--- src/hw/trig_pkg.sv ---
package trig_pkg;

  // Bus word width. The channel counters use the same width.
  localparam int unsigned DATA_WIDTH = 32;

  // Byte address on the AXI4-Lite bus.
  localparam int unsigned ADDR_WIDTH = 12;

  // Word index width, with the two byte-offset bits dropped.
  localparam int unsigned REG_ADDR_BITS = ADDR_WIDTH - 2;

  // Register map as word indices.
  localparam logic [REG_ADDR_BITS-1:0] REG_ID         = REG_ADDR_BITS'(0);
  localparam logic [REG_ADDR_BITS-1:0] REG_MASK       = REG_ADDR_BITS'(1);
  localparam logic [REG_ADDR_BITS-1:0] REG_TRIGGER    = REG_ADDR_BITS'(2);
  localparam logic [REG_ADDR_BITS-1:0] REG_DELAY_BASE = REG_ADDR_BITS'(3);

  // "PTRG" in ASCII, so software can identify the block.
  localparam logic [DATA_WIDTH-1:0] ID_VALUE = 32'h5054_5247;

  // Read back from any index without a register ("PRDO").
  localparam logic [DATA_WIDTH-1:0] UNMAPPED_VALUE = 32'h5052_444F;

  // Every response is OKAY.
  localparam logic [1:0] RESP_OKAY = 2'b00;

endpackage
--- src/hw/trig_unit.sv ---
module trig_unit #(
  parameter int unsigned N_TRIGGER = 8
) (
  input  logic                            axilite,
  input  logic                            rstn,

  input  logic                            awvalid,
  output logic                            awready,
  input  logic [trig_pkg::ADDR_WIDTH-1:0] awaddr,
  input  logic                            wvalid,
  output logic                            wready,
  input  logic [trig_pkg::DATA_WIDTH-1:0] wdata,
  output logic                            bvalid,
  input  logic                            bready,
  output logic [1:0]                      bresp,
  input  logic                            arvalid,
  output logic                            arready,
  input  logic [trig_pkg::ADDR_WIDTH-1:0] araddr,
  output logic                            rvalid,
  input  logic                            rready,
  output logic [trig_pkg::DATA_WIDTH-1:0] rdata,
  output logic [1:0]                      rresp,

  output logic [N_TRIGGER-1:0]            triggers
);

  import trig_pkg::*;

  logic                            wr_en;
  logic [REG_ADDR_BITS-1:0]        wr_index;
  logic [DATA_WIDTH-1:0]           wr_data;
  logic [REG_ADDR_BITS-1:0]        rd_index;
  logic [DATA_WIDTH-1:0]           rd_data;
  logic                            arm;
  logic [N_TRIGGER-1:0]            mask;
  logic [N_TRIGGER*DATA_WIDTH-1:0] delay_flat;
  logic [N_TRIGGER-1:0]            armed;
  logic [N_TRIGGER-1:0]            fire;

  axil_reg_port i_port (.*);

  trig_regs #(
    .N_TRIGGER(N_TRIGGER)
  ) i_regs (.*);

  for (genvar i = 0; i < N_TRIGGER; i++) begin : g_channel
    trig_channel i_channel (
      .axilite    (axilite),
      .rstn       (rstn),
      .arm        (arm),
      .wait_cycles(delay_flat[i*DATA_WIDTH +: DATA_WIDTH]),
      .armed      (armed[i]),
      .fire       (fire[i])
    );
  end

  assign triggers = fire & mask; // Masked channels still run, they just stay silent.

endmodule

--- src/hw/trig_channel.sv ---
module trig_channel (
  input  logic                            axilite,
  input  logic                            rstn,
  input  logic                            arm,
  input  logic [trig_pkg::DATA_WIDTH-1:0] wait_cycles,
  output logic                            armed,
  output logic                            fire
);

  import trig_pkg::*;

  logic [DATA_WIDTH-1:0] count;

  always_ff @(posedge axilite) begin
    if (!rstn) begin
      armed <= 1'b0;
      fire  <= 1'b0;
    end else begin
      fire <= 1'b0;
      if (armed) begin
        if (arm) begin
          // Re-arm fires the pending pulse now and restarts the wait.
          fire  <= 1'b1;
          count <= wait_cycles;
        end else if (count != '0) begin
          count <= count - 1'b1;
        end else begin
          fire  <= 1'b1;
          armed <= 1'b0;
        end
      end else if (arm) begin
        armed <= 1'b1;
        count <= wait_cycles;
      end
    end
  end

endmodule

--- src/hw/trig_regs.sv ---
module trig_regs #(
  parameter int unsigned N_TRIGGER = 8
) (
  input  logic                                       axilite,
  input  logic                                       rstn,

  input  logic                                       wr_en,
  input  logic [trig_pkg::REG_ADDR_BITS-1:0]         wr_index,
  input  logic [trig_pkg::DATA_WIDTH-1:0]            wr_data,
  input  logic [trig_pkg::REG_ADDR_BITS-1:0]         rd_index,
  output logic [trig_pkg::DATA_WIDTH-1:0]            rd_data,

  input  logic [N_TRIGGER-1:0]                       armed,
  output logic                                       arm,
  output logic [N_TRIGGER-1:0]                       mask,
  output logic [N_TRIGGER*trig_pkg::DATA_WIDTH-1:0]  delay_flat
);

  import trig_pkg::*;

  logic [DATA_WIDTH-1:0] delay_q [N_TRIGGER];

  // Mask register, all channels enabled out of reset.
  always_ff @(posedge axilite) begin
    if (!rstn) begin
      mask <= '1;
    end else if (wr_en && wr_index == REG_MASK) begin
      mask <= wr_data[N_TRIGGER-1:0];
    end
  end

  // Any write to the trigger register arms all channels. Its data is ignored.
  always_ff @(posedge axilite) begin
    if (!rstn) begin
      arm <= 1'b0;
    end else begin
      arm <= wr_en && wr_index == REG_TRIGGER;
    end
  end

  always_ff @(posedge axilite) begin
    if (!rstn) begin
      for (int i = 0; i < N_TRIGGER; i++) begin
        delay_q[i] <= '0;
      end
    end else if (wr_en) begin
      for (int i = 0; i < N_TRIGGER; i++) begin
        if (wr_index == REG_ADDR_BITS'(REG_DELAY_BASE + i)) begin
          delay_q[i] <= wr_data;
        end
      end
    end
  end

  always_comb begin
    for (int i = 0; i < N_TRIGGER; i++) begin
      delay_flat[i*DATA_WIDTH +: DATA_WIDTH] = delay_q[i];
    end
  end

  // Read lookup, combinational in the index.
  always_comb begin
    case (rd_index)
      REG_ID: begin
        rd_data = ID_VALUE;
      end
      REG_MASK: begin
        rd_data = DATA_WIDTH'(mask);
      end
      REG_TRIGGER: begin
        rd_data = DATA_WIDTH'(armed); // Upper bits read as zero.
      end
      default: begin
        rd_data = UNMAPPED_VALUE;
        for (int i = 0; i < N_TRIGGER; i++) begin
          if (rd_index == REG_ADDR_BITS'(REG_DELAY_BASE + i)) begin
            rd_data = delay_q[i];
          end
        end
      end
    endcase
  end

endmodule

--- src/hw/axil_reg_port.sv ---
module axil_reg_port (
  input  logic                               axilite,
  input  logic                               rstn,

  input  logic                               awvalid,
  output logic                               awready,
  input  logic [trig_pkg::ADDR_WIDTH-1:0]    awaddr,

  input  logic                               wvalid,
  output logic                               wready,
  input  logic [trig_pkg::DATA_WIDTH-1:0]    wdata,

  output logic                               bvalid,
  input  logic                               bready,
  output logic [1:0]                         bresp,

  input  logic                               arvalid,
  output logic                               arready,
  input  logic [trig_pkg::ADDR_WIDTH-1:0]    araddr,

  output logic                               rvalid,
  input  logic                               rready,
  output logic [trig_pkg::DATA_WIDTH-1:0]    rdata,
  output logic [1:0]                         rresp,

  output logic                               wr_en,
  output logic [trig_pkg::REG_ADDR_BITS-1:0] wr_index,
  output logic [trig_pkg::DATA_WIDTH-1:0]    wr_data,
  output logic [trig_pkg::REG_ADDR_BITS-1:0] rd_index,
  input  logic [trig_pkg::DATA_WIDTH-1:0]    rd_data
);

  import trig_pkg::*;

  logic wr_accept;
  logic rd_accept;

  // A new write needs both channels valid and no response still waiting.
  assign wr_accept = awvalid && wvalid && !bvalid && !awready;
  assign rd_accept = arvalid && !rvalid && !arready;

  assign bresp = RESP_OKAY;
  assign rresp = RESP_OKAY;

  // Write path.
  always_ff @(posedge axilite) begin
    if (!rstn) begin
      awready <= 1'b0;
      wready  <= 1'b0;
      wr_en   <= 1'b0;
      bvalid  <= 1'b0;
    end else begin
      awready <= wr_accept;
      wready  <= wr_accept;
      wr_en   <= awready; // The handshake completes at the end of the ready cycle.
      if (awready) begin
        bvalid <= 1'b1;
      end else if (bvalid && bready) begin
        bvalid <= 1'b0;
      end
    end
  end

  // Address and data are stable while the ready cycle lasts.
  always_ff @(posedge axilite) begin
    if (awready) begin
      wr_index <= awaddr[ADDR_WIDTH-1:2];
      wr_data  <= wdata;
    end
  end

  // Read path.
  always_ff @(posedge axilite) begin
    if (!rstn) begin
      arready <= 1'b0;
      rvalid  <= 1'b0;
    end else begin
      arready <= rd_accept;
      if (arready) begin
        rvalid <= 1'b1;
      end else if (rvalid && rready) begin
        rvalid <= 1'b0;
      end
    end
  end

  // The index is latched on accept so the lookup settles during the ready cycle.
  always_ff @(posedge axilite) begin
    if (rd_accept) begin
      rd_index <= araddr[ADDR_WIDTH-1:2];
    end
    if (arready) begin
      rdata <= rd_data; // Held until the manager takes it.
    end
  end

endmodule

--- config.mk ---
export PLATFORM = sky130hd
export DESIGN_NAME = trig_unit
export DESIGN_NICKNAME = d
export VERILOG_FILES = /design/src/hw/trig_pkg.sv /design/src/hw/trig_unit.sv /design/src/hw/trig_channel.sv /design/src/hw/trig_regs.sv /design/src/hw/axil_reg_port.sv
export SDC_FILE = /design/constraint.sdc
export NUM_CORES = 1
export LEC_CHECK = 0
export ABC_CLOCK_PERIOD_IN_PS = 10300
export BUFFER_PORTS_ARGS = -buffer_cell sky130_fd_sc_hd__clkbuf_2
export CAP_MARGIN = 40
export CELL_PAD_IN_SITES_DETAIL_PLACEMENT = 1
export CELL_PAD_IN_SITES_GLOBAL_PLACEMENT = 1
export CORE_ASPECT_RATIO = 2
export CORE_MARGIN = 5
export CORE_UTILIZATION = 54
export DETAILED_ROUTE_END_ITERATION = 10
export PLACE_DENSITY = 0.84
export SYNTH_ARGS = -nofsm -noshare
export SYNTH_HDL_FRONTEND = slang
export SYNTH_SLANG_ARGS = --single-unit
--- constraint.sdc ---
create_clock -name axilite -period 10.3 [get_ports axilite]
set_clock_uncertainty 0.1 [all_clocks]
set_input_delay 2.575 -clock axilite [delete_from_list [all_inputs] [get_ports axilite]]
set_output_delay 2.575 -clock axilite [all_outputs]
set_load 0.1 [all_outputs]
[Word-level counts from Yosys, hierarchy flattened]
Memory sizes are Yosys's and may differ from the RTL's.
Index checks and enable logic that the tools add are counted.
Widths: inputs -> output; s select.
Storage, ports and cells
  memories: 1
  word-level logic and storage cells: 256
  output and inout port bits: 49
  bits in writable memories: 256
  bits of input ports: 63
  flip-flop bits (word level): 370
Operators by class
  muxes and demuxes: 127
  reductions and logical operators: 56
  bitwise logic cells: 9
  add/sub/neg operators: 8
  equal/unequal tests: 20
Memories
  i_regs.delay_q: words 8, width 32, read ports 8, clocked after Yosys merged registers in 0, wr ports 8, line trig_regs.sv:21  | logic [DATA_WIDTH-1:0] delay_q [N_TRIGGER];
Operator list (count)
  $mux 32: 48
  $reduce_bool 32->1: 8
  $sub 32x1->32 const B: 8
  $pmux 32 s3: 1
  $eq 10x3->1 const B: 8
  $mux 1: 78
  $eq 10x4->1 const B: 6
  $eq 10x2->1 const B: 4
  $reduce_bool 2->1: 18
  $reduce_and 3->1: 8
  $eq 10x1->1 const B: 2
  $reduce_and 2->1: 8
  $logic_not 10->1: 1
  $logic_and 1x1->1: 9
  $and 8x8->8: 1
  $or 1x1->1: 8
  $logic_not 1->1: 4

[Depth between registers and ports, before layout]
  word-level depth: 10
  gate-level depth with buffers: 8
  mapped depth without buffers: 7

[By module]
From an unflattened synthesis, not the netlist that was laid out.
Unflattened totals
  cells, all modules: 2797
  area, all modules: 30410.4 µm²
By module, submodules not included
  trig_channel (g_channel[0].i_channel ...): sequential area each 1001.0 µm², instances 7, area an instance 1938.1 µm², cells each 198
  trig_regs: sequential area each 7867.5 µm², instances 1, area an instance 12006.5 µm², cells each 1089
  axil_reg_port: sequential area each 2622.5 µm², instances 1, area an instance 2728.9 µm², cells each 104
  trig_channel (g_channel[7].i_channel): sequential area each 1001.0 µm², instances 1, area an instance 2058.2 µm², cells each 210
  trig_unit: sequential area each 0.0 µm², instances 1, area an instance 50.0 µm², cells each 8

[Least setup slack after synthesis]
OpenSTA, ideal clock, no wires.
  path kind: input to register
  start: input port rstn
  end: register g_channel[0].i_channel.count[0], enable pin
  required time: 9.734 ns
  arrival: 5.225 ns
  cell stages on the path: 3
  library setup time: 0.466 ns
  path slack: 4.509 ns
  path buffers: 1
  path through: clkbuf_1 > nand2_1 > o21ai_0
Between the ends
  longest elaborated chain between the ends: 1
Ends and longest elaborated chain
  from (decl): line trig_unit.sv:5  | input logic rstn,
  $reduce_and 3->1 (no source line)
  to (signal assigned): line trig_channel.sv:24  | count <= wait_cycles;
  to (signal assigned): line trig_channel.sv:26  | count <= count - 1'b1;
  to (signal assigned): line trig_channel.sv:33  | count <= wait_cycles;
  to (decl): line trig_channel.sv:12  | logic [DATA_WIDTH-1:0] count;
Every way passes these cells.
A chain may end at the register's enable or synchronous reset.

[Worst setup path after layout]
  start: register i_regs.mask[3]
  end: output port triggers[3]
Between the ends
  longest elaborated chain between the ends: 1
Ends and longest elaborated chain
  from (decl): line trig_regs.sv:15  | output logic [N_TRIGGER-1:0] mask,
  from (signal assigned): line trig_regs.sv:28  | mask <= wr_data[N_TRIGGER-1:0];
  $and 8x8->8: line trig_unit.sv:57  | assign triggers = fire & mask;
  to (decl): line trig_unit.sv:24  | output logic [N_TRIGGER-1:0] triggers
Every way passes these cells.

==> metrics <==
drt total wl=125,000 um; crit-path max FO=3; setup TNS=0 ns; All-Layer GR Usage=0.397; share of cells above drive strength 1=0.113; worst path required time=approximately 7.6 ns; # clock sinks=626; Remaining Overflow, GRT=0; Nets=~3,000; slowest CP cell=clkbuf_2; PwrDens=roughly 160 nW/um2; Fmax achieved=~210 MHz; crit start category=flop; CTS clk-pin slew, worst paths=0.07 ns; top cell type's share of synthesized area=0.580; Final Max Tran Viols=0; Starting Density=0.542; Int Pwr=around 4.1 mW; CP cell instances=and2_1, clkbuf_2; crit end category=output port; total number of yosys warnings=0; DR iter-0 viols=about 2,800; switching share of total power=0.233; Die Ht=348 um; Worst path max stage delay=0.54 ns; postcts setup bufs=0; Post-synth EDFFs=about 600; Worst-Skew Late Latency=around 0.62 ns; first-pass GRT wire length=177,000 um; cell family with most CP delay=buffers and inverters; WL per Instance=33.7 um; largest net degree at the start of global routing=65; Clk network pwr share=0.409; die area=between 60,000 and 70,000 um2; Final ANT Viol Nets=0; fin crit period=4.78 ns; Core Region=between 50,000 and 60,000 um2; CTS tree=done; Flop pwr share=0.539; Final Setup Violations=0; crit path kind=reg -> out; number of max-cap violations=0; Worst EP arrival=between 2 and 2.5 ns; status=complete, no violations; total CTS buffers=54; Area Overhead vs Synth=11.3%; clk buf depth=3; Comb power frac=0.052; # resized after CTS=0; cells after synthesis=2,838; Switch Pwr=approximately 1.3 mW; synthesized area per cell=around 11 um2; CTS Hold Bufs=0; num ports=112; worst-margin pin slew=1.01 ns; CP bufs+invs=1; Peak supply drop=roughly 130 uV; ys flop type=edfxtp_1; via count=24,634; number of global-route vias before repair=between 20,000 and 30,000; CTS root buf=clkbuf_16; Lkg Pwr=roughly 12 nW; Die W=about 180 um; Distinct cells, synth=slightly below 80; initial antenna violation count=4; unrepaired setup endpoints after global routing=false; flops & latches, synth=approximately 630; period utilisation layout=0.464; Final Hold Viols=0; # rows=124; top cells by area, synth=edfxtp_1 58%, nand2_1 4.7%, o21ai_0 4.5%; Hold Crit Class=reg -> reg; largest area contributor in the netlist=edfxtp_1; port buffer count=~100; CTS H-tree lvls=2; DP Wirelength=93,300 um; register area share after synthesis=0.599; gp weighted congestion=1.05; first-pass iteration count of the detailed router=6; share of flip-flops with an asynchronous set or reset=0; Total Power=~5.4 mW; DR DRC count=0; via/cell ratio=approximately 6.6; Max-slew headroom=0.326; Post-Syn Area=30,900 um2
## worst reg2reg max path: cells and delay by family, from the launching register on
family,cells,cell delay [ns]
buf+inv,2,1.01
compound gates,3,1.03
simple gates,2,1.22
flops,1,0.33
## synthesized netlist by cell type, drive strengths merged (7+ instances only)
library cell / count
a2bb2oi: 8
nor3: 85
nand2b: 12
edfxtp: 596
nor4b: 12
nand2: 388
clkbuf: 124
ha: 16
a22oi: 30
or2: 15
a221oi: 13
nor4: 79
a211oi: 8
nor2b: 24
inv: 58
a21oi: 94
buf: 30
nor2: 332
xnor2: 135
xor2: 92
nand3: 40
dfxtp: 30
o21ai: 289
o31ai: 7
or3b: 7
o221ai: 16
nand4b: 18
nor3b: 11
a21o: 13
o22ai: 25
and2: 15
or3: 34
or4: 28
mux2: 14
o22a: 12
mux2i: 28
nand4: 37
## area by class of cell
cell class	instances	area, um2
well taps	756	946
diodes	1	2.50
multi-input cells	2003	11600
clock buffers	79	1570
clock inverters	23	289
fillers	6037	22600
flip-flops and latches	626	18500
repair buffers	176	1230
inverters	58	218
## stage by stage
| step | utilization | instance area, um2 | cells | hold slack [ns] | setup WS [ns] |
|---|---|---|---|---|---|
| after floorplan | - | 30900 | 2841 | 0.358 | 4.51 |
| final | 0.603 | 34400 | 3722 | 0.368 | 5.52 |
| after CTS | 0.603 | 34300 | 3720 | 0.371 | 5.52 |
| after global routing | 0.603 | 34400 | 3721 | 0.388 | 5.55 |
| after global placement | 0.565 | 32200 | 3599 | 0.315 | 5.25 |
| after detailed placement | 0.570 | 32500 | 3618 | 0.353 | 5.19 |
## worst paths after layout
path / startpoint / endpoint / slack (ns) / depth (start not counted)
max: i_regs.mask[3] / triggers[3] / 5.52 / 2
min: i_port.bvalid / i_port.awready / 0.37 / 1
max reg2reg: i_port.rd_index[0] / i_port.rdata[3] / 6.28 / 7
min reg2reg: i_port.bvalid / i_port.awready / 0.37 / 1
## registers in the layout, indices dropped and copies added (netlist names)
signal                     cells
g_channel.i_channel.count    256
i_regs.delay_q               256
i_port.rdata                  32
i_port.wr_data                32
i_port.rd_index               10
i_port.wr_index               10
g_channel.i_channel.armed      8
g_channel.i_channel.fire       8
i_regs.mask                    8
i_port.arready                 1
i_port.awready                 1
i_port.bvalid                  1
i_port.rvalid                  1
i_port.wr_en                   1
i_regs.arm                     1
## power by group through the flow
stage	Sequential (mW)	Clock (mW)	Combinational, mW
floorplan	2.94	0	0.115
global placement	2.96	0	0.251
detailed placement	2.96	0	0.270
CTS	2.90	2.21	0.273
global route	2.90	2.32	0.286
finish	2.90	2.20	0.281
## logic make-up (layout without fill, tap and decap cells)
kind of cell / after synthesis / count (layout) / share of synthesized area
DFF: 626 / 626 / 0.599
and+or+nand+nor: 1160 / 1160 / 0.182
adders and majority gates: 16 / 16 / 0.00648
muxes: 42 / 42 / 0.0142
xor gates and xnor gates: 227 / 227 / 0.0644
AOI/OAI and AO/OA: 554 / 554 / 0.106
other: 1 / 5 / 0.000121
buffers and inverters: 212 / 336 / 0.0273
## per-layer routing
metal	vias to the layer above	global-route usage	wire, um
li1	10528	-	-
met1	12305	0.431	40400
met2	1324	0.650	60000
met3	473	0.0557	8840
met4	4	0.382	16000
met5	-	0	25
## cell usage in the layout, fill, tap and decap left out, types with 18 or more instances in the layout
cell and instances:
edfxtp_1 596, nand2_1 387, nor2_1 332, o21ai_0 271, xnor2_1 135, clkbuf_2 103
a21oi_1 94, xor2_1 92, nor3_1 77, nor4_1 71, inv_1 57, clkbuf_16 57
buf_4 56, nand3_1 40, nand4_1 37, or3_1 34, a22oi_1 30, mux2i_1 28
dfxtp_1 28, o22ai_1 25, or4_1 25, nor2b_1 24, nand4b_1 18
No activity file was read; power rests on OpenSTA's default activity.
